**src/verilog/cpuPkg.sv**
```systemverilog
// CPU package with instruction field positions, group and operation codes and datapath selects
`default_nettype none

package cpuPkg;

	localparam int DATA_W     = 16;  // machine word width
	localparam int REG_ADDR_W = 4;   // register index width, 16 registers

	// instruction field positions, every control field is two bits wide
	localparam int FIELD_W   = 2;
	localparam int GPF_LSB   = 14;  // group field, bits 15 to 14
	localparam int INCF_LSB  = 12;  // increment/decrement field, bits 13 to 12
	localparam int LDSF_LSB  = 10;  // load/store operation, bits 11 to 10
	localparam int MODEF_LSB = 8;   // addressing mode, bits 9 to 8
	localparam int ARGA_LSB  = 4;   // register A index, bits 7 to 4
	localparam int ARGB_LSB  = 0;   // register B index, bits 3 to 0

	localparam logic [FIELD_W-1:0] GRP_LDST  = 2'b01;  // load/store group code
	localparam logic [FIELD_W-1:0] MODE_WORD = 2'b00;  // the only supported access width

	// load/store operation codes, the upper two are reserved
	typedef enum logic [1:0] {
		LDS_LD   = 2'b00,
		LDS_ST   = 2'b01,
		LDS_RSV2 = 2'b10,
		LDS_RSV3 = 2'b11
	} ldsOpT;

	// index register update applied to register B
	typedef enum logic [1:0] {
		INC_NONE     = 2'b00,
		INC_POST_INC = 2'b01,
		INC_PRE_DEC  = 2'b10,
		INC_RSV      = 2'b11
	} incModeT;

	typedef enum logic [1:0] {ALU_ADD = 2'd0, ALU_SUB = 2'd1, ALU_PASS_B = 2'd2} aluOpT;

	typedef enum logic [1:0] {ASRC_REG_A = 2'd0, ASRC_REG_B = 2'd1, ASRC_TWO = 2'd2} aluASrcT;

	typedef enum logic {ADDR_REG_B = 1'b0, ADDR_ALU = 1'b1} addrSrcT;

	typedef enum logic [1:0] {RSRC_DIN = 2'd0, RSRC_ALU = 2'd1, RSRC_REG_B = 2'd2} regSrcT;

	typedef enum logic {DOUT_REG_A = 1'b0, DOUT_ZERO = 1'b1} dataSrcT;

endpackage

`default_nettype wire
```
**src/verilog/phaseSequencer.sv**
```systemverilog
// phase sequencer that latches an instruction on start and steps it through four phases
`timescale 1ns/1ps
`default_nettype none

module phaseSequencer (
	input  wire logic                      CLK,
	input  wire logic                      arstN,
	input  wire logic                      start,     // one-cycle request, ignored while busy
	input  wire logic [cpuPkg::DATA_W-1:0] instr,
	output logic      [cpuPkg::DATA_W-1:0] instrReg,  // held for the whole instruction
	output logic                           fetch,
	output logic                           decode,
	output logic                           execute,
	output logic                           commit,
	output logic                           busy,
	output logic                           done       // single pulse after commit
);
	import cpuPkg::*;

	logic [3:0] phase;  // one-hot, bit 0 is fetch and bit 3 is commit
	logic       accept;

	assign accept = start && !busy;  // a start in the done cycle is taken

	// the one-hot vector walks left and falls off the top after commit
	always_ff @(posedge CLK or negedge arstN) begin
		if (!arstN) begin
			phase <= '0;
			done  <= 1'b0;
		end else begin
			done <= phase[3];  // commit ending means the instruction retired
			if (accept)
				phase <= 4'b0001;
			else
				phase <= {phase[2:0], 1'b0};
		end
	end

	// instruction word only changes on an accepted start
	always_ff @(posedge CLK) begin
		if (accept)
			instrReg <= instr;
	end

	assign fetch   = phase[0];
	assign decode  = phase[1];
	assign execute = phase[2];
	assign commit  = phase[3];
	assign busy    = |phase;  // high from fetch through commit

endmodule

`default_nettype wire

```
**config.mk**
```make
export PLATFORM = sky130hd
export DESIGN_NAME = phaseSequencer
export DESIGN_NICKNAME = d
export VERILOG_FILES = /design/src/verilog/cpuPkg.sv /design/src/verilog/phaseSequencer.sv
export SDC_FILE = /design/constraint.sdc
export NUM_CORES = 1
export LEC_CHECK = 0
export CAP_MARGIN = 20
export CORE_MARGIN = 8
export CORE_UTILIZATION = 45
export CTS_CLUSTER_DIAMETER = 60
export DETAILED_ROUTE_END_ITERATION = 8
export DONT_BUFFER_PORTS = 1
export REMOVE_ABC_BUFFERS = 1
export SLEW_MARGIN = 10
export SYNTH_ARGS = -nofsm -noshare
export SYNTH_HDL_FRONTEND = slang
export SYNTH_SLANG_ARGS = --single-unit
```
**constraint.sdc**
```tcl
create_clock -name CLK -period 5.8 [get_ports CLK]
set_clock_uncertainty 0.15 [all_clocks]
set_input_delay 1.74 -clock CLK [delete_from_list [all_inputs] [get_ports CLK]]
set_output_delay 1.74 -clock CLK [all_outputs]
set_load 0.02 [all_outputs]
```
==> summary.md <==
| Metric | Value |
|---|---|
| Max incr delay on CP | 0.63 ns |
| Post-DP HPWL | 968 um |
| Final Max Slew Viols | 0 |
| Sequential cell area | 606 sq um |
| First-pass GRT wire length | 1650 um |
| Synth warn | 0 |
| Reg2Reg Capture Point | instrReg[14]$_DFFE_PP_ |
| Lkg Pwr | 0.243 nW |
| Fin nets | 48 |
| Multi-input logic area | 17.5 sq um |
| Area Overhead vs Synth | 4.47% |
| Outcome | finished, final reports clean |
| Seq cells post-synth | 21 |
| Starting DRT DRC Count | 4 |
| Power Density | 627 nW/um^2 |
| Gr usage total | 8.47% |
| Final setup TNS | 0 ns |
| Register area share after synthesis | 94.0% |
| Router iterations before antenna repair | 3 |
| Clk Latency, worst-skew pair | 0.30 ns |
| Worst vdd ir | 334 uV |
| # Post-CTS Setup Buffers | 0 |
| Final wirelength | 1210 um |
| Most frequent cells in the layout | 16 x edfxtp_1, 5 x dfrtp_1, 3 x clkbuf_4 |
| Netlist cell types | 7 |
| Startpoint types | register |
| Worst EP arrival | 1.41 ns |
| Initial antenna violation count | 0 |
| Clk sinks | 21 |
| Final Hold Viols | 0 |
| Worst setup path endpoint | busy |
| PortBufs | 0 |
| Die H | 53.8 um |
| CP endpoint kind | primary output |
| Peak fanout along the critical path | 3 |
| Reg2reg path depth | 2 |
| Syn_area_per_cell | 23.9 sq um |
| Core ar. | 1320 sq um |
| CP bufs+invs | 0 |
| Tcrit/Tclk final | 57.0% |
| H-tree Lvls | 1 |
| Reg2reg setup slack | 3.56 ns |
| CTS Buffer Depth | 2 |
| Die area | 2900 sq um |
| Fillers | 109 |
| Worst path required time | 3.91 ns |
| Most common cell after layout, fill and taps aside | edfxtp_1 |
| Antenna viol nets, final | 0 |
| Crit-path leading delay family | simple AND/OR/NAND/NOR gates |
| Final setup violation count | 0 |
| Pin count of the biggest net entering global routing | 18 |
| Worst-path clk slew | 0.10 ns |
| Max_slew headroom | 48.6% |
| CTS tree | done |
| TritonCTS buffer count | 3 |
| Max-cap violation count | 0 |
| GPL Wtd Cong | 0.575 |
| RSZ-0062 raised after global routing | no |
| DR vias/cell | 5.60 |
| Worst R2R Start | phase[1]$_DFF_PN0_ |
| Clk root buf | clkbuf_4 |
| Hold Path Class | reg -> reg |
| Least-Margin Pin Slew | 0.771 ns |
| Residual DRC | 0 |
| Ports | 41 |
| Synthesized cell area | 644 sq um |
| CP cell instances | or4_4 |
| Post-Syn Instances | 27 |
| Via count | 241 |
| Critical path class | reg -> out |
| Avg WL per Cell | 28.1 um |
| Pwr Total | 422 uW |
| Critical Path Slowest Stage Cell | or4_4 |
| # rows | 13 |
| Period minus WS final | 3.30 ns |
| Remaining global-route overflow | 0 |
| FMAX | 0.303 GHz |
| Die width | 53.8 um |
| Vias in the first global route | 266 |
| Post-cts hold buffer count | 0 |
| Starting Density | 48.9% |
| Share of layout cells above drive strength 1 | 21.4% |
| Diodes inserted | 0 |
| Post-CTS resize count | 0 |
| Critical Path Source | phase[1]$_DFF_PN0_ |
| Crit path depth | 1 |
[stage by stage]
stage / utilization (%) / cell area, sq um / hold WS, ns / instances / setup slack (ns)
after global placement: 49.0 / 646 / 0.388 / 39 / 2.84
after CTS: 51.1 / 673 / 0.416 / 43 / 2.48
after detailed placement: 49.0 / 646 / 0.391 / 39 / 2.83
after global routing: 51.1 / 673 / 0.419 / 43 / 2.46
final: 51.1 / 673 / 0.412 / 43 / 2.50
after floorplan: - / 627 / 0.363 / 24 / 2.86
[power by group]
part	internal, mW	switching [mW]
clock	0.0257	0.0418
sequential	0.225	0.0873
combinational	0.00975	0.0326
[cells in the mapped netlist]
cell / instances / area, sq um
edfxtp_1: 16 / 480
dfrtp_1: 5 / 125
nor2_2: 1 / 6.26
inv_1: 1 / 3.75
clkbuf_1: 2 / 7.51
dlygate4sd3_1: 1 / 10.0
or4_4: 1 / 11.3
[cell type report]
| class | count | share of cell area, % |
|---|---|---|
| Sequential cell | 21 | 90.0 |
| Clock buffer | 3 | 3.35 |
| Multi-Input combinational cell | 2 | 2.60 |
| Inverter | 1 | 0.558 |
| Clock inverter | 1 | 0.743 |
| Tap cell | 15 | 2.79 |
[routing by layer]
metal  GRT usage [%]  up-vias  wire (um)
met1            6.34      121        386
met5               0        -          0
met3            5.23        3        100
met2            15.6       19        692
met4            5.04        0         27
li1                -       98          -
[cells by family after synthesis]
kind of cell	synth area share [%]
buffers and inverters	3.30
and+or+nand+nor	2.72
DFF	94.0
[registers in the layout, indices dropped and copies added, names as in the netlist]
name / cells
instrReg: 16
done: 1
phase: 4
[worst min-delay path by stage]
stage	start	endpoint	slack, ns	cells past startpoint
3_5_place_dp	phase[1]$_DFF_PN0_	phase[2]$_DFF_PN0_	0.39	0
5_1_grt	phase[3]$_DFF_PN0_	done$_DFF_PN0_	0.42	0
6_report	phase[3]$_DFF_PN0_	done$_DFF_PN0_	0.41	0
4_1_cts	phase[0]$_DFF_PN0_	phase[1]$_DFF_PN0_	0.42	0
3_3_place_gp	phase[3]$_DFF_PN0_	done$_DFF_PN0_	0.39	0
2_1_floorplan	phase[1]$_DFF_PN0_	phase[2]$_DFF_PN0_	0.36	0
Power figures use the tool's default switching activity.
