File: src/verilog/cpuPkg.sv
// CPU package with instruction field positions, group and operation codes and datapath selects
`default_nettype none

package cpuPkg;

	localparam int DATA_W     = 16;  // machine word width
	localparam int REG_ADDR_W = 4;   // register index width, 16 registers

	// instruction field positions, every control field is two bits wide
	localparam int FIELD_W   = 2;
	localparam int GPF_LSB   = 14;  // group field, bits 15 to 14
	localparam int INCF_LSB  = 12;  // increment/decrement field, bits 13 to 12
	localparam int LDSF_LSB  = 10;  // load/store operation, bits 11 to 10
	localparam int MODEF_LSB = 8;   // addressing mode, bits 9 to 8
	localparam int ARGA_LSB  = 4;   // register A index, bits 7 to 4
	localparam int ARGB_LSB  = 0;   // register B index, bits 3 to 0

	localparam logic [FIELD_W-1:0] GRP_LDST  = 2'b01;  // load/store group code
	localparam logic [FIELD_W-1:0] MODE_WORD = 2'b00;  // the only supported access width

	// load/store operation codes, the upper two are reserved
	typedef enum logic [1:0] {
		LDS_LD   = 2'b00,
		LDS_ST   = 2'b01,
		LDS_RSV2 = 2'b10,
		LDS_RSV3 = 2'b11
	} ldsOpT;

	// index register update applied to register B
	typedef enum logic [1:0] {
		INC_NONE     = 2'b00,
		INC_POST_INC = 2'b01,
		INC_PRE_DEC  = 2'b10,
		INC_RSV      = 2'b11
	} incModeT;

	typedef enum logic [1:0] {ALU_ADD = 2'd0, ALU_SUB = 2'd1, ALU_PASS_B = 2'd2} aluOpT;

	typedef enum logic [1:0] {ASRC_REG_A = 2'd0, ASRC_REG_B = 2'd1, ASRC_TWO = 2'd2} aluASrcT;

	typedef enum logic {ADDR_REG_B = 1'b0, ADDR_ALU = 1'b1} addrSrcT;

	typedef enum logic [1:0] {RSRC_DIN = 2'd0, RSRC_ALU = 2'd1, RSRC_REG_B = 2'd2} regSrcT;

	typedef enum logic {DOUT_REG_A = 1'b0, DOUT_ZERO = 1'b1} dataSrcT;

endpackage

`default_nettype wire
File: src/verilog/loadStoreGroupDecoder.sv
// load/store group decoder producing datapath selects and phase-registered register and memory enables
`timescale 1ns/1ps
`default_nettype none

module loadStoreGroupDecoder (
	input  wire logic                      CLK,
	input  wire logic                      arstN,
	input  wire logic [cpuPkg::DATA_W-1:0] instrReg,
	input  wire logic                      decode,
	input  wire logic                      execute,
	input  wire logic                      commit,
	output logic                           regAClkEn,
	output logic                           regBClkEn,
	output logic                           regAWen,
	output logic                           regBWen,
	output logic                           memWen,
	output cpuPkg::aluOpT                  aluOp,
	output cpuPkg::aluASrcT                aluASrc,
	output cpuPkg::addrSrcT                addrSrc,
	output cpuPkg::dataSrcT                dataSrc,
	output cpuPkg::regSrcT                 regASrc,
	output cpuPkg::regSrcT                 regBSrc
);
	import cpuPkg::*;

	logic [FIELD_W-1:0] group;
	logic [FIELD_W-1:0] mode;
	ldsOpT              ldsOp;
	incModeT            incMode;
	logic               isWordLdSt;  // the instruction belongs here and is not reserved

	// intents for the current instruction, turned into strobes per phase below
	logic readA;
	logic readB;
	logic writeA;
	logic writeB;
	logic writeMem;

	assign group   = instrReg[GPF_LSB +: FIELD_W];
	assign mode    = instrReg[MODEF_LSB +: FIELD_W];
	assign ldsOp   = ldsOpT'(instrReg[LDSF_LSB +: FIELD_W]);
	assign incMode = incModeT'(instrReg[INCF_LSB +: FIELD_W]);

	// anything outside word mode LD/ST falls through as a no-op
	assign isWordLdSt = (group == GRP_LDST) && (mode == MODE_WORD)
		&& (ldsOp == LDS_LD || ldsOp == LDS_ST) && (incMode != INC_RSV);

	always_comb begin
		readA    = 1'b0;
		readB    = 1'b0;
		writeA   = 1'b0;
		writeB   = 1'b0;
		writeMem = 1'b0;
		aluOp    = ALU_PASS_B;   // plain access just forwards the index
		aluASrc  = ASRC_REG_A;
		addrSrc  = ADDR_REG_B;
		dataSrc  = DOUT_ZERO;    // memory data bus is quiet unless storing
		regASrc  = RSRC_DIN;
		regBSrc  = RSRC_REG_B;

		if (isWordLdSt) begin
			case (ldsOp)
				LDS_LD: begin  // LD x,(y) needs y as address and writes x from memory
					readB   = 1'b1;
					writeA  = 1'b1;
					regASrc = RSRC_DIN;
				end
				LDS_ST: begin  // ST (y),x needs both registers
					readA    = 1'b1;
					readB    = 1'b1;
					writeMem = 1'b1;
					dataSrc  = DOUT_REG_A;
				end
				default: ;
			endcase

			case (incMode)
				INC_POST_INC: begin
					aluOp   = ALU_ADD;     // y + 2 goes back into y
					aluASrc = ASRC_TWO;
					addrSrc = ADDR_REG_B;  // old y is the address
					writeB  = 1'b1;
					regBSrc = RSRC_ALU;
				end
				INC_PRE_DEC: begin
					aluOp   = ALU_SUB;     // y - 2 is both the address and the new y
					aluASrc = ASRC_TWO;
					addrSrc = ADDR_ALU;
					writeB  = 1'b1;
					regBSrc = RSRC_ALU;
				end
				default: ;
			endcase
		end
	end

	// decode sets read latches, execute sets writes, commit clears everything
	always_ff @(posedge CLK or negedge arstN) begin
		if (!arstN) begin
			regAClkEn <= 1'b0;
			regBClkEn <= 1'b0;
			regAWen   <= 1'b0;
			regBWen   <= 1'b0;
			memWen    <= 1'b0;
		end else if (decode) begin
			regAClkEn <= readA;  // captured into rdA at the end of execute
			regBClkEn <= readB;
		end else if (execute) begin
			regAClkEn <= writeA;
			regBClkEn <= writeB;
			regAWen   <= writeA;
			regBWen   <= writeB;
			memWen    <= writeMem;  // active through commit
		end else if (commit) begin
			regAClkEn <= 1'b0;
			regBClkEn <= 1'b0;
			regAWen   <= 1'b0;
			regBWen   <= 1'b0;
			memWen    <= 1'b0;
		end
	end

endmodule

`default_nettype wire

File: config.mk
export PLATFORM = sky130hd
export DESIGN_NAME = loadStoreGroupDecoder
export DESIGN_NICKNAME = d
export VERILOG_FILES = /design/src/verilog/cpuPkg.sv /design/src/verilog/loadStoreGroupDecoder.sv
export SDC_FILE = /design/constraint.sdc
export NUM_CORES = 1
export LEC_CHECK = 0
export BUFFER_PORTS_ARGS = -buffer_cell sky130_fd_sc_hd__clkbuf_2
export CORE_AREA = 2 2 39 41
export DETAILED_ROUTE_END_ITERATION = 8
export DIE_AREA = 0 0 41 43
export HOLD_SLACK_MARGIN = 0.08
export PLACE_DENSITY_LB_ADDON = 0.12
export SETUP_SLACK_MARGIN = 0.1
export SYNTH_ARGS = -nofsm -noshare
export SYNTH_HDL_FRONTEND = slang
export SYNTH_SLANG_ARGS = --single-unit
File: constraint.sdc
create_clock -name CLK -period 1.5 [get_ports CLK]
set_input_delay 0.3 -clock CLK [delete_from_list [all_inputs] [get_ports CLK]]
set_output_delay 0.3 -clock CLK [all_outputs]
set_load 0.1 [all_outputs]
==> impl_summary.txt <==
----------------------------------------------------
[Clocking]
  Clock latency of the later-clocked register in the worst-skew pair ... 0.24 ns
  Clk slew on worst S/H paths ... 0.05 ns
  Number of buffers between clock root and the deepest sink ... 2
  # H-tree levels ... 1
  Count of clock tree sinks ... 5
  Clock root buffer ... clkbuf_4
  Clock tree from TritonCTS ... yes
  Number of buffers added by the clock tree synthesis step ... 3

[GRT]
  Remaining global-route overflow ... 0
  Antenna violations before repair ... 0
  Global Route Usage Sum ... 10.8%
  Via count of the first global-routing pass ... 355
  Wire length of the first global-routing pass ... 1300 µm
  Largest net degree at the start of global routing ... 9

[Run]
  Max Cap Viol ... 0

[Worst setup path]
  Arrival time worst endpoint ... 1.27 ns
  CP startpoint kind ... primary input
  Slowest cell on crit path ... nor4_4
  Delay contributed by the slowest stage of the critical path ... 0.24 ns
  Crit Path Category ... primary input to output port
  Element type at the critical path end ... output port
  CP max FO ... 4
  Required time worst endpoint ... 1.20 ns
  Critical-path cell list ... buf_8 > ha_4 > nor4_4 > nand3_4 > inv_4 > buf_12

[Timing]
  Number of slew-limit violations in the final report ... 0
  Final setup margin ... -0.0660 ns
  Number of failing hold endpoints at the final stage ... 0
  Final clock skew ... 0 ns
  Minimum clock period after layout ... 1.57 ns
  Hold WS ... 0.320 ns
  Setup repair after global routing missed its margin ... yes
  Period Utilization, post-route ... 104%
  Max Clock Freq ... 639 MHz
  Final setup viols ... 5

[Power]
  Areal power density over the cells ... 628 mW/mm²
  Leakage power ... 0.334 nW
  Largest voltage drop on the vdd net ... 0.396 mV
  Pwr Total ... 437 µW

[Routing]
  Total via count in the routed design ... 365
  Met3 WL ... 68 µm
  Remaining number of nets flagged by the antenna check after routing ... 0
  DRC marker count from the first detailed-route iteration ... 6
  Iteration count of the initial detailed-routing pass ... 2
  Per-cell routed wire length ... 10.1 µm
  Routed met1 length ... 328 µm
  Top layer in use ... met3
  Via density per instance ... 4.40
  Total Wirelength ... 838 µm
  Metal2 WL ... 441 µm
  Number of DRC violations after detailed routing ... 0

[Yosys]
  Count of different cell masters after synthesis ... 20
  Proportion of synthesized area in mux cells ... 0%
  Synthesized-area fraction occupied by and/or/nand/nor cells ... 23.0%
  Post-Syn Area ... 354 µm²
  Sequential-to-total area share from yosys stat ... 35.3%
  Leading post-synthesis cells by cell area ... dfrtp_1, buf_4, ha_1, o21ai_0, nor4_4
  Warnings, synthesis ... 0
  Register bit count reported by yosys ... 5
  Area share of the largest cell type after synthesis ... 35.3%
  Proportion of synthesized flip-flops having asynchronous set or reset ... 100%
  Cell count after synthesis ... 38
  Post-synthesis share of cell area spent on full adders, half adders and majority gates ... 7.07%
  Syn Area/Cell ... 9.32 µm²
  Post-synth top flop ... dfrtp_1
  Post-synth top area cell ... dfrtp_1
  Synthesized-area fraction occupied by xor and xnor cells ... 0%
  Largest family of logic cells by synthesized area ... simple AND/OR/NAND/NOR gates
  Compound-gate portion of the synthesized area ... 15.5%
  Number of synthesized flops with an enable pin ... 0

[Place]
  DP Area ... 628 µm²
  Detailed placer's ending HPWL ... 671 µm
  Final Wtd Congestion ... 0.684
  Placement-stage worst setup slack ... -0.125 ns
  Number of input and output port buffers inserted ... 24

[Die]
  Area of the die ... 0.00176 mm²
  Die height ... 43 µm
  Chip Width ... 41 µm
  Core region area ... 0.00138 mm²
  I/O pin count ... 36
  Initial standard-cell utilization of the core ... 25.6%
  Floorplan row count ... 14

[Final layout]
  Total number of nets in the final design ... 91
  Core utilization of the finished layout ... 50.3%
  Layout area overhead ... 96.5%
  Number of fillers in the final layout ... 137
  Combined area of the multi-input logic cells ... 209 µm²
  Register cell area after layout ... 125 µm²
  Post-route design area ... 696 µm²
  Fraction of final layout cells sized beyond drive strength 1 ... 56.7%
  Number of antenna diodes ... 0

[Outcome]
  Outcome ... finished, violations left
  Failing checks ... negative setup slack

[Hold path]
  Worst min path class ... primary input to flip-flop

----------------------------------------------------
-- power by group --
part	internal, mW	switching, mW	leakage [nW]
clock network	0.101	0.0565	0.0150
logic	0.0422	0.0980	0.250
registers	0.138	0.00137	0.0685
-- routing by layer --
metal | up-vias | global-route usage [%]
met5 | - | 0
met4 | 0 | 6.00
met3 | 0 | 1.57
met2 | 14 | 17.5
met1 | 172 | 12.9
li1 | 179 | -
-- state kept, by name (all words and copies together) (netlist names) --
| register | count |
|---|---|
| memWen | 1 |
| regAClkEn | 1 |
| regAWen | 1 |
| regBClkEn | 1 |
| regBWen | 1 |
-- cell families after synthesis --
family,Yosys count
AOI/OAI and AO/OA,10
adders and majority gates,2
buffers and inverters,10
DFF,5
other,1
and+or+nand+nor,10
-- worst max-delay path: cells and delay by family --
family,cells,cell delay [ns]
buf+inv,3,0.39
simple gates,2,0.42
fa+ha+maj,1,0.15
-- final timing paths --
kind,start,end,slack [ns],depth (start not counted)
max,instrReg[12],regBSrc[0],-0.07,6
min,instrReg[10],regAWen,0.32,2
max reg2reg,regAClkEn,regAClkEn,0.80,2
min reg2reg,memWen,memWen,0.51,2
max in group asynchronous,arstN,regAClkEn,0.95,2
min in group asynchronous,arstN,regBWen,0.41,2
-- cell usage in the layout (no fill, tap or decap), types with 2 or more instances in the layout --
master,count
buf_12,7
dfrtp_1,5
inv_1,2
nand3_4,2
conb_1,3
a21oi_1,2
clkbuf_2,10
buf_4,10
o21ai_0,5
clkbuf_4,3
-- stage by stage --
stage	TNS (ns)	std cells
final	-0.311	83
after global routing	-0.834	83
after CTS	-0.620	82
after detailed placement	-0.708	77
after global placement	-0.759	77
after floorplan	-1.48	40
-- synthesized netlist by cell type (all sizes together) (2+ instances only) --
cell and number:
buf 7, ha 2, a21oi 2, dfrtp 5
nand3 2, o21ai 6, inv 3
-- what timing repair did --
item	CTS	global route
endpoints found under the setup margin	7	7
gates resized for setup	2	4
hold buffers	1	0
setup buffers	0	1
endpoints found under the hold margin	5	0
-- cell type report --
type | count | share of cell area [%]
Timing Repair Buffer | 30 | 43.3
Multi-Input combinational cell | 25 | 30.0
Sequential cell | 5 | 18.0
Clock buffer | 4 | 3.78
Tap cell | 16 | 2.88
Inverter | 3 | 1.98
Note: power is estimated with default switching activity, not from simulation.
