### src/verilog/cpuPkg.sv
// CPU package with instruction field positions, group and operation codes and datapath selects
`default_nettype none

package cpuPkg;

	localparam int DATA_W     = 16;  // machine word width
	localparam int REG_ADDR_W = 4;   // register index width, 16 registers

	// instruction field positions, every control field is two bits wide
	localparam int FIELD_W   = 2;
	localparam int GPF_LSB   = 14;  // group field, bits 15 to 14
	localparam int INCF_LSB  = 12;  // increment/decrement field, bits 13 to 12
	localparam int LDSF_LSB  = 10;  // load/store operation, bits 11 to 10
	localparam int MODEF_LSB = 8;   // addressing mode, bits 9 to 8
	localparam int ARGA_LSB  = 4;   // register A index, bits 7 to 4
	localparam int ARGB_LSB  = 0;   // register B index, bits 3 to 0

	localparam logic [FIELD_W-1:0] GRP_LDST  = 2'b01;  // load/store group code
	localparam logic [FIELD_W-1:0] MODE_WORD = 2'b00;  // the only supported access width

	// load/store operation codes, the upper two are reserved
	typedef enum logic [1:0] {
		LDS_LD   = 2'b00,
		LDS_ST   = 2'b01,
		LDS_RSV2 = 2'b10,
		LDS_RSV3 = 2'b11
	} ldsOpT;

	// index register update applied to register B
	typedef enum logic [1:0] {
		INC_NONE     = 2'b00,
		INC_POST_INC = 2'b01,
		INC_PRE_DEC  = 2'b10,
		INC_RSV      = 2'b11
	} incModeT;

	typedef enum logic [1:0] {ALU_ADD = 2'd0, ALU_SUB = 2'd1, ALU_PASS_B = 2'd2} aluOpT;

	typedef enum logic [1:0] {ASRC_REG_A = 2'd0, ASRC_REG_B = 2'd1, ASRC_TWO = 2'd2} aluASrcT;

	typedef enum logic {ADDR_REG_B = 1'b0, ADDR_ALU = 1'b1} addrSrcT;

	typedef enum logic [1:0] {RSRC_DIN = 2'd0, RSRC_ALU = 2'd1, RSRC_REG_B = 2'd2} regSrcT;

	typedef enum logic {DOUT_REG_A = 1'b0, DOUT_ZERO = 1'b1} dataSrcT;

endpackage

`default_nettype wire
### src/verilog/addrAlu.sv
// address ALU that adds, subtracts or forwards the index operand
`timescale 1ns/1ps
`default_nettype none

module addrAlu (
	input  wire cpuPkg::aluOpT             aluOp,
	input  wire logic [cpuPkg::DATA_W-1:0] opA,     // step size or second register
	input  wire logic [cpuPkg::DATA_W-1:0] opB,     // the index register
	output logic      [cpuPkg::DATA_W-1:0] result
);
	import cpuPkg::*;

	// all arithmetic wraps at the word width, carry is dropped
	always_comb begin
		case (aluOp)
			ALU_ADD:    result = opB + opA;
			ALU_SUB:    result = opB - opA;  // below zero wraps to the top of the range
			ALU_PASS_B: result = opB;
			default:    result = opB;
		endcase
	end

endmodule

`default_nettype wire

### config.mk
export PLATFORM = sky130hd
export DESIGN_NAME = addrAlu
export DESIGN_NICKNAME = d
export VERILOG_FILES = /design/src/verilog/cpuPkg.sv /design/src/verilog/addrAlu.sv
export SDC_FILE = /design/constraint.sdc
export NUM_CORES = 1
export LEC_CHECK = 0
export BUFFER_PORTS_ARGS = -buffer_cell sky130_fd_sc_hd__buf_2
export CORE_AREA = 2 2 53 55
export DETAILED_ROUTE_END_ITERATION = 6
export DIE_AREA = 0 0 55 57
export PLACE_DENSITY = 0.85
export RECOVER_POWER = 25
export SETUP_SLACK_MARGIN = 0.2
export SKIP_LAST_GASP = 1
export SLEW_MARGIN = 20
export SYNTH_ARGS = -nofsm -noshare
export SYNTH_HDL_FRONTEND = slang
export SYNTH_SLANG_ARGS = --single-unit
### constraint.sdc
create_clock -name vclk -period 5.6
set_input_delay 1.12 -clock vclk [all_inputs]
set_output_delay 1.12 -clock vclk [all_outputs]
set_load 0.05 [all_outputs]
==> results by group, run 1 <==
Finish
  – Clkbuf count: 0
  – Sequential cell count: 0
  – Register area: 0 um^2
  – Layout area overhead: 26.3%
  – Diodes inserted: 0
  – Nets: 292
  – Multi-input gate area: 1250 um^2
  – Fraction of layout cells with a size suffix above 1: 0.272
  – Post-route insts no fill: 270
  – Filler cells: 274

Synthesis
  – Synthesized Nets: 240
  – Yosys warning count: 0
  – Largest family of logic cells by synthesized area: compound AO/OA/AOI/OAI gates
  – Xor-xnor portion of the synthesized cell area: 0.131
  – Leading area contributor after synthesis: ha_1
  – Synthesized area: approximately 1300 um^2
  – Count leader, synth: nand2_1
  – Share of Yosys cell area claimed by the top area cell type: 0.157
  – Simple-gate area share of the yosys netlist: 0.275
  – Adder-cell share of the synthesized area: 0.173
  – Multiplexer share of the synthesized area: 0.0256
  – Synthesized instance count: approximately 190
  – Distinct cells, synth: 48
  – Post-synth top cells: nand2_1 (21), o21ai_0 (19), nor2_1 (17)
  – Seq/Total Area, Yosys: 0
  – Post-synthesis compound-gate area fraction: 0.350
  – Syn_area_per_cell: 6.73 um^2
  – Area contributors post-synth: ha_1 (16%), xnor2_1 (7.6%), o21ai_0 (7.5%)

Worst setup path
  – Crit path buffers/inverters: 2
  – Critical path class: input port to output pin
  – Crit path max-delay family: compound AO/OA/AOI/OAI gates
  – WP data arrival: 4030 ps
  – Cell type of the slowest stage on the worst timing path: nor4_4
  – Crit-path max FO: 4
  – CP endpoint kind: output pin
  – Worst EP required: 4480 ps
  – Critical Path, Cell by Cell: buf_2 > nor4_4 > nand2_1 > o31ai_1 > xor2_1 > ha_1 > a21oi_1 > o211a_1 > o221ai_1 > a21oi_2 > mux2i_1 > o311ai_2 > buf_4
  – Worst setup SP type: input port
  – Worst Setup SP: opA[4]
  – Delay of the slowest cell on the worst path: 320 ps

STA
  – Final Critical Period: 5150 ps
  – Worst Tran Pin Value: 593 ps
  – Highest clock rate: 194 MHz
  – Fin. Hold Viols: 0
  – Worst rel slew slack: 0.606
  – RSZ-0062 raised after global routing: false
  – Setup tns final: 0 ps
  – Fin. max-slew vios: 0
  – Final setup fails: 0
  – Final critical-path share of the clock period: 0.919

Outcome
  – Status: finished clean

Power and ir drop
  – Peak supply drop: 117 uV
  – Internal power: 0.100 mW
  – Leak pwr: 0.726 nW
  – Combinational share of power: 1.000
  – Clock Power Share: 0
  – Sw power: 0.188 mW
  – Pwr Density: 179 nW/um^2
  – Sw Ratio: 0.651
  – Sequential cell fraction of total power: 0

Hold path
  – Hold WC Path Type: input port to output pin
  – Min-Delay Startpoint: opB[11]

Global route
  – Global-route wire length before repair: 5.46 mm
  – Remaining Overflow, GRT: 0
  – Largest net degree at the start of global routing: 17
  – Initial antenna violation count: 0
  – Total track usage: 0.218
  – Vias in the first global route: 1337

Routing
  – Wire per inst: between 10 and 15 um
  – Vias per inst: between 5 and 6
  – Drt drc: 0
  – Post-Route WL: around 3.4 mm
  – Post-DRT Antenna Nets: 0
  – Iteration-0 DRC Markers: 58
  – 1st-pass router iterations: 4
  – DR vias: 1579

Flow run
  – Number of max-cap violations: 0

Place
  – Gp weighted congestion: 0.912
  – Post-DP HPWL: roughly 2.9 mm
  – Inst Count DP: 269
  – # port buffers: 50

Die
  – Core area: around 2600 um^2
  – Initial Util: 0.486
  – Die Ht: 57 um
  – Die W: 55 um
  – I/O Pins: 50
  – Die Area: 3140 um^2
  – FP Rows: 19
## metal layers
layer  GRT usage  share of wire
met3           0          0.046
met1       0.312           0.46
met2       0.388           0.50
met4           0              0
met5           0              0
## final cells by class
class,instances,share of cell area
Inverter,11,0.0257
Timing Repair Buffer,54,0.173
Tap cell,31,0.0242
Multi-Input combinational cell,174,0.777
## cell families (layout without fill, tap and decap cells)
group                    Yosys count  after routing
AO/OA/AOI/OAI                     67             67
XOR/XNOR                          19             19
adder cells (fa/ha/maj)           17             17
buffers and inverters             15             65
multiplexers                       3              3
AND/OR/NAND/NOR                   68             68
## repair_timing
item                       in CTS  in global routing
gates resized for setup         0                  4
setup buffers                   0                  1
setup endpoints to repair       0                  1
hold buffers                    0                  0
## path summary, 6_finish.rpt
kind / endpoint / cells after the start
setup / recovery: result[15] / 13
hold / removal: result[11] / 4
## per-stage QoR
| step | area (um^2) | setup slack, ps | power [mW] | util | hold WS [ps] |
|---|---|---|---|---|---|
| 6_report | 1610 | 453 | 0.288 | 0.614 | 2650 |
| 2_1_floorplan | 1300 | 291 | 0.218 | - | 2500 |
| 3_3_place_gp | 1590 | 282 | 0.280 | 0.610 | 2650 |
| 5_1_grt | 1610 | 195 | 0.313 | 0.614 | 2660 |
| 4_1_cts | 1590 | 294 | 0.284 | 0.610 | 2650 |
| 3_5_place_dp | 1590 | 295 | 0.283 | 0.610 | 2650 |
## layout by cell type, fill, tap and decap left out, types with 5 or more instances in the layout
cell / instances
buf_2: 45
nor3_1: 7
nand2_1: 21
buf_4: 5
ha_1: 15
xor2_1: 8
xnor2_1: 11
o21ai_0: 16
nor2_1: 17
a21oi_1: 11
inv_1: 10
## power groups by stage
| stage | registers [mW] | clock network [mW] | logic [mW] |
|---|---|---|---|
| floorplan | 0 | 0 | 0.218 |
| global placement | 0 | 0 | 0.280 |
| detailed placement | 0 | 0 | 0.283 |
| CTS | 0 | 0 | 0.284 |
| global route | 0 | 0 | 0.313 |
| finish | 0 | 0 | 0.288 |
Power figures use the tool's default switching activity.
==> run 2, diff against run 1 <==
--- a/config.mk
+++ b/config.mk
@@ -9,7 +9,7 @@
 export CORE_AREA = 2 2 53 55
 export DETAILED_ROUTE_END_ITERATION = 6
 export DIE_AREA = 0 0 55 57
-export PLACE_DENSITY = 0.85
+export PLACE_DENSITY = 0.93
 export RECOVER_POWER = 25
 export SETUP_SLACK_MARGIN = 0.2
 export SKIP_LAST_GASP = 1
==> run 2 against run 1 <==
Effect of this change:
- cell area shrank 0.94%
- combinational power is essentially flat
- utilization shrank 0.57 points
- non-clock buffer count shrank 2
- worst hold slack is essentially flat
- via count shrank 0.13%
- global-route usage grew 0.14 points
- sequential share of layout area is the same
- total power shrank 1.1%
- critical endpoint unchanged
- largest cell class unchanged
- largest power group unchanged
==> results by group, run 2 (synthesis results as in run 1) <==
Hold path
  – Min-Delay Endpoint: result[14]
  – Min-Delay Startpoint: opB[14]
  – Hold depth: 4
  – Hold WC Path Type: input port to output pin

Die
  – FP Rows: 19
  – Core area: about 2600 um^2
  – I/O Pins: 50
  – Initial Util: 0.486
  – Die Area: 3140 um^2
  – Die Ht: between 50 and 60 um
  – Die W: 55 um

Finish
  – Most common cell after layout, fill and taps aside: buf_2
  – Layout area overhead: 25.1%
  – Clkbuf count: 0
  – Most frequent cells in the layout: buf_2 (47), nand2_1 (21), nor2_1 (17)
  – Sequential cell count: 0
  – Diodes inserted: 0
  – Fraction of layout cells with a size suffix above 1: 0.270
  – Nets: 290
  – Register area: 0 um^2

Power and ir drop
  – Leak pwr: between 0.7 and 0.8 nW
  – Pwr Density: 179 nW/um^2
  – Peak supply drop: 103 uV

Global route
  – Vias in the first global route: 1368
  – Initial antenna violation count: 0
  – Global-route wire length before repair: roughly 5.5 mm
  – Remaining Overflow, GRT: 0
  – Largest net degree at the start of global routing: 20
  – Total track usage: 0.220

Worst setup path
  – Critical path class: input port to output pin
  – Worst setup SP type: input port
  – CP endpoint kind: output pin
  – Crit-path max FO: 7
  – WP data arrival: 4060 ps
  – Worst EP required: 4480 ps

STA
  – RSZ-0062 raised after global routing: true
  – Highest clock rate: 193 MHz
  – Fin. max-slew vios: 0
  – Final Critical Period: 5180 ps
  – Final setup fails: 0
  – Worst rel slew slack: 0.610
  – Setup tns final: 0 ps
  – Worst Tran Pin Value: 587 ps
  – Worst hold margin: between 2000 and 3000 ps
  – Final critical-path share of the clock period: 0.925
  – Fin. Hold Viols: 0

Routing
  – Post-DRT Antenna Nets: 0
  – DR vias: 1577
  – Wire per inst: 12.9 um
  – Drt drc: 0
  – Vias per inst: 5.88
  – Iteration-0 DRC Markers: 40
  – 1st-pass router iterations: 4
  – Post-Route WL: 3.45 mm

Flow run
  – Number of max-cap violations: 0

Place
  – Gp weighted congestion: 0.828
  – Post-DP HPWL: 2.98 mm
  – # port buffers: 50

Clock tree
  – Post-CTS Hold Fix Bufs: 0

Outcome
  – Status: finished clean
==> run 2: changes by cell type in the layout (fill, tap and decap cells not counted), sizes merged <==
cell	previous run	this run
buf	50	49
clkbuf	4	3
==> run 2: power by group <==
group / total, mW / internal (mW) / switching [mW] / leakage [nW]
Combinational: 0.285 / 0.0976 / 0.187 / 0.720
Sequential: 0 / 0 / 0 / 0
Clock: 0 / 0 / 0 / 0
Total: 0.285 / 0.0976 / 0.187 / 0.720
==> run 2: area by class of cell <==
class,instances,area (um^2)
repair buffers,52,262
fillers,267,1020
inverters,11,41.3
multi-input cells,174,1250
well taps,31,38.8
==> run 2: worst max path at each step <==
stage	start	to	slack (ps)	cells past startpoint
6_report	opA[4]	result[15]	420	14
5_1_grt	opA[4]	result[15]	180	14
4_1_cts	opA[4]	result[15]	350	14
3_5_place_dp	opA[4]	result[15]	360	14
3_3_place_gp	opA[4]	result[15]	380	14
2_1_floorplan	aluOp[1]	result[7]	290	12
==> run 2: stage by stage <==
| step | instance area [um^2] | utilization | setup slack, ps | std cells | power [mW] |
|---|---|---|---|---|---|
| 2_1_floorplan | 1300 | - | 291 | 189 | 0.218 |
| 3_3_place_gp | 1590 | 0.607 | 383 | 268 | 0.276 |
| 3_5_place_dp | 1590 | 0.607 | 361 | 268 | 0.282 |
| 4_1_cts | 1590 | 0.607 | 354 | 268 | 0.283 |
| 5_1_grt | 1590 | 0.608 | 180 | 268 | 0.311 |
| 6_report | 1590 | 0.608 | 420 | 268 | 0.285 |
==> run 2: worst max-delay path, cell delays in order <==
cell and delay (ps):
buf_2 140, nor4_4 350, nand2_1 150, nor2_1 140
nand2_1 90, o21ai_0 210, xor2_1 190, ha_1 330
a21oi_2 260, o221ai_1 170, a21oi_2 230, mux2i_1 120
o311ai_2 260, buf_2 300
==> run 2: layer usage <==
layer | vias to the layer above | GRT usage | wire [um]
met5 | - | 0 | 0
met4 | 0 | 0.0488 | 60
met3 | 6 | 0.0105 | 156
met2 | 45 | 0.384 | 1730
met1 | 715 | 0.291 | 1500
li1 | 811 | - | -
==> run 2: timing repair <==
| action | CTS | global route |
|---|---|---|
| gates resized for setup | 0 | 3 |
| endpoints found under the setup margin | 0 | 3 |
| buffers inserted | 0 | 0 |
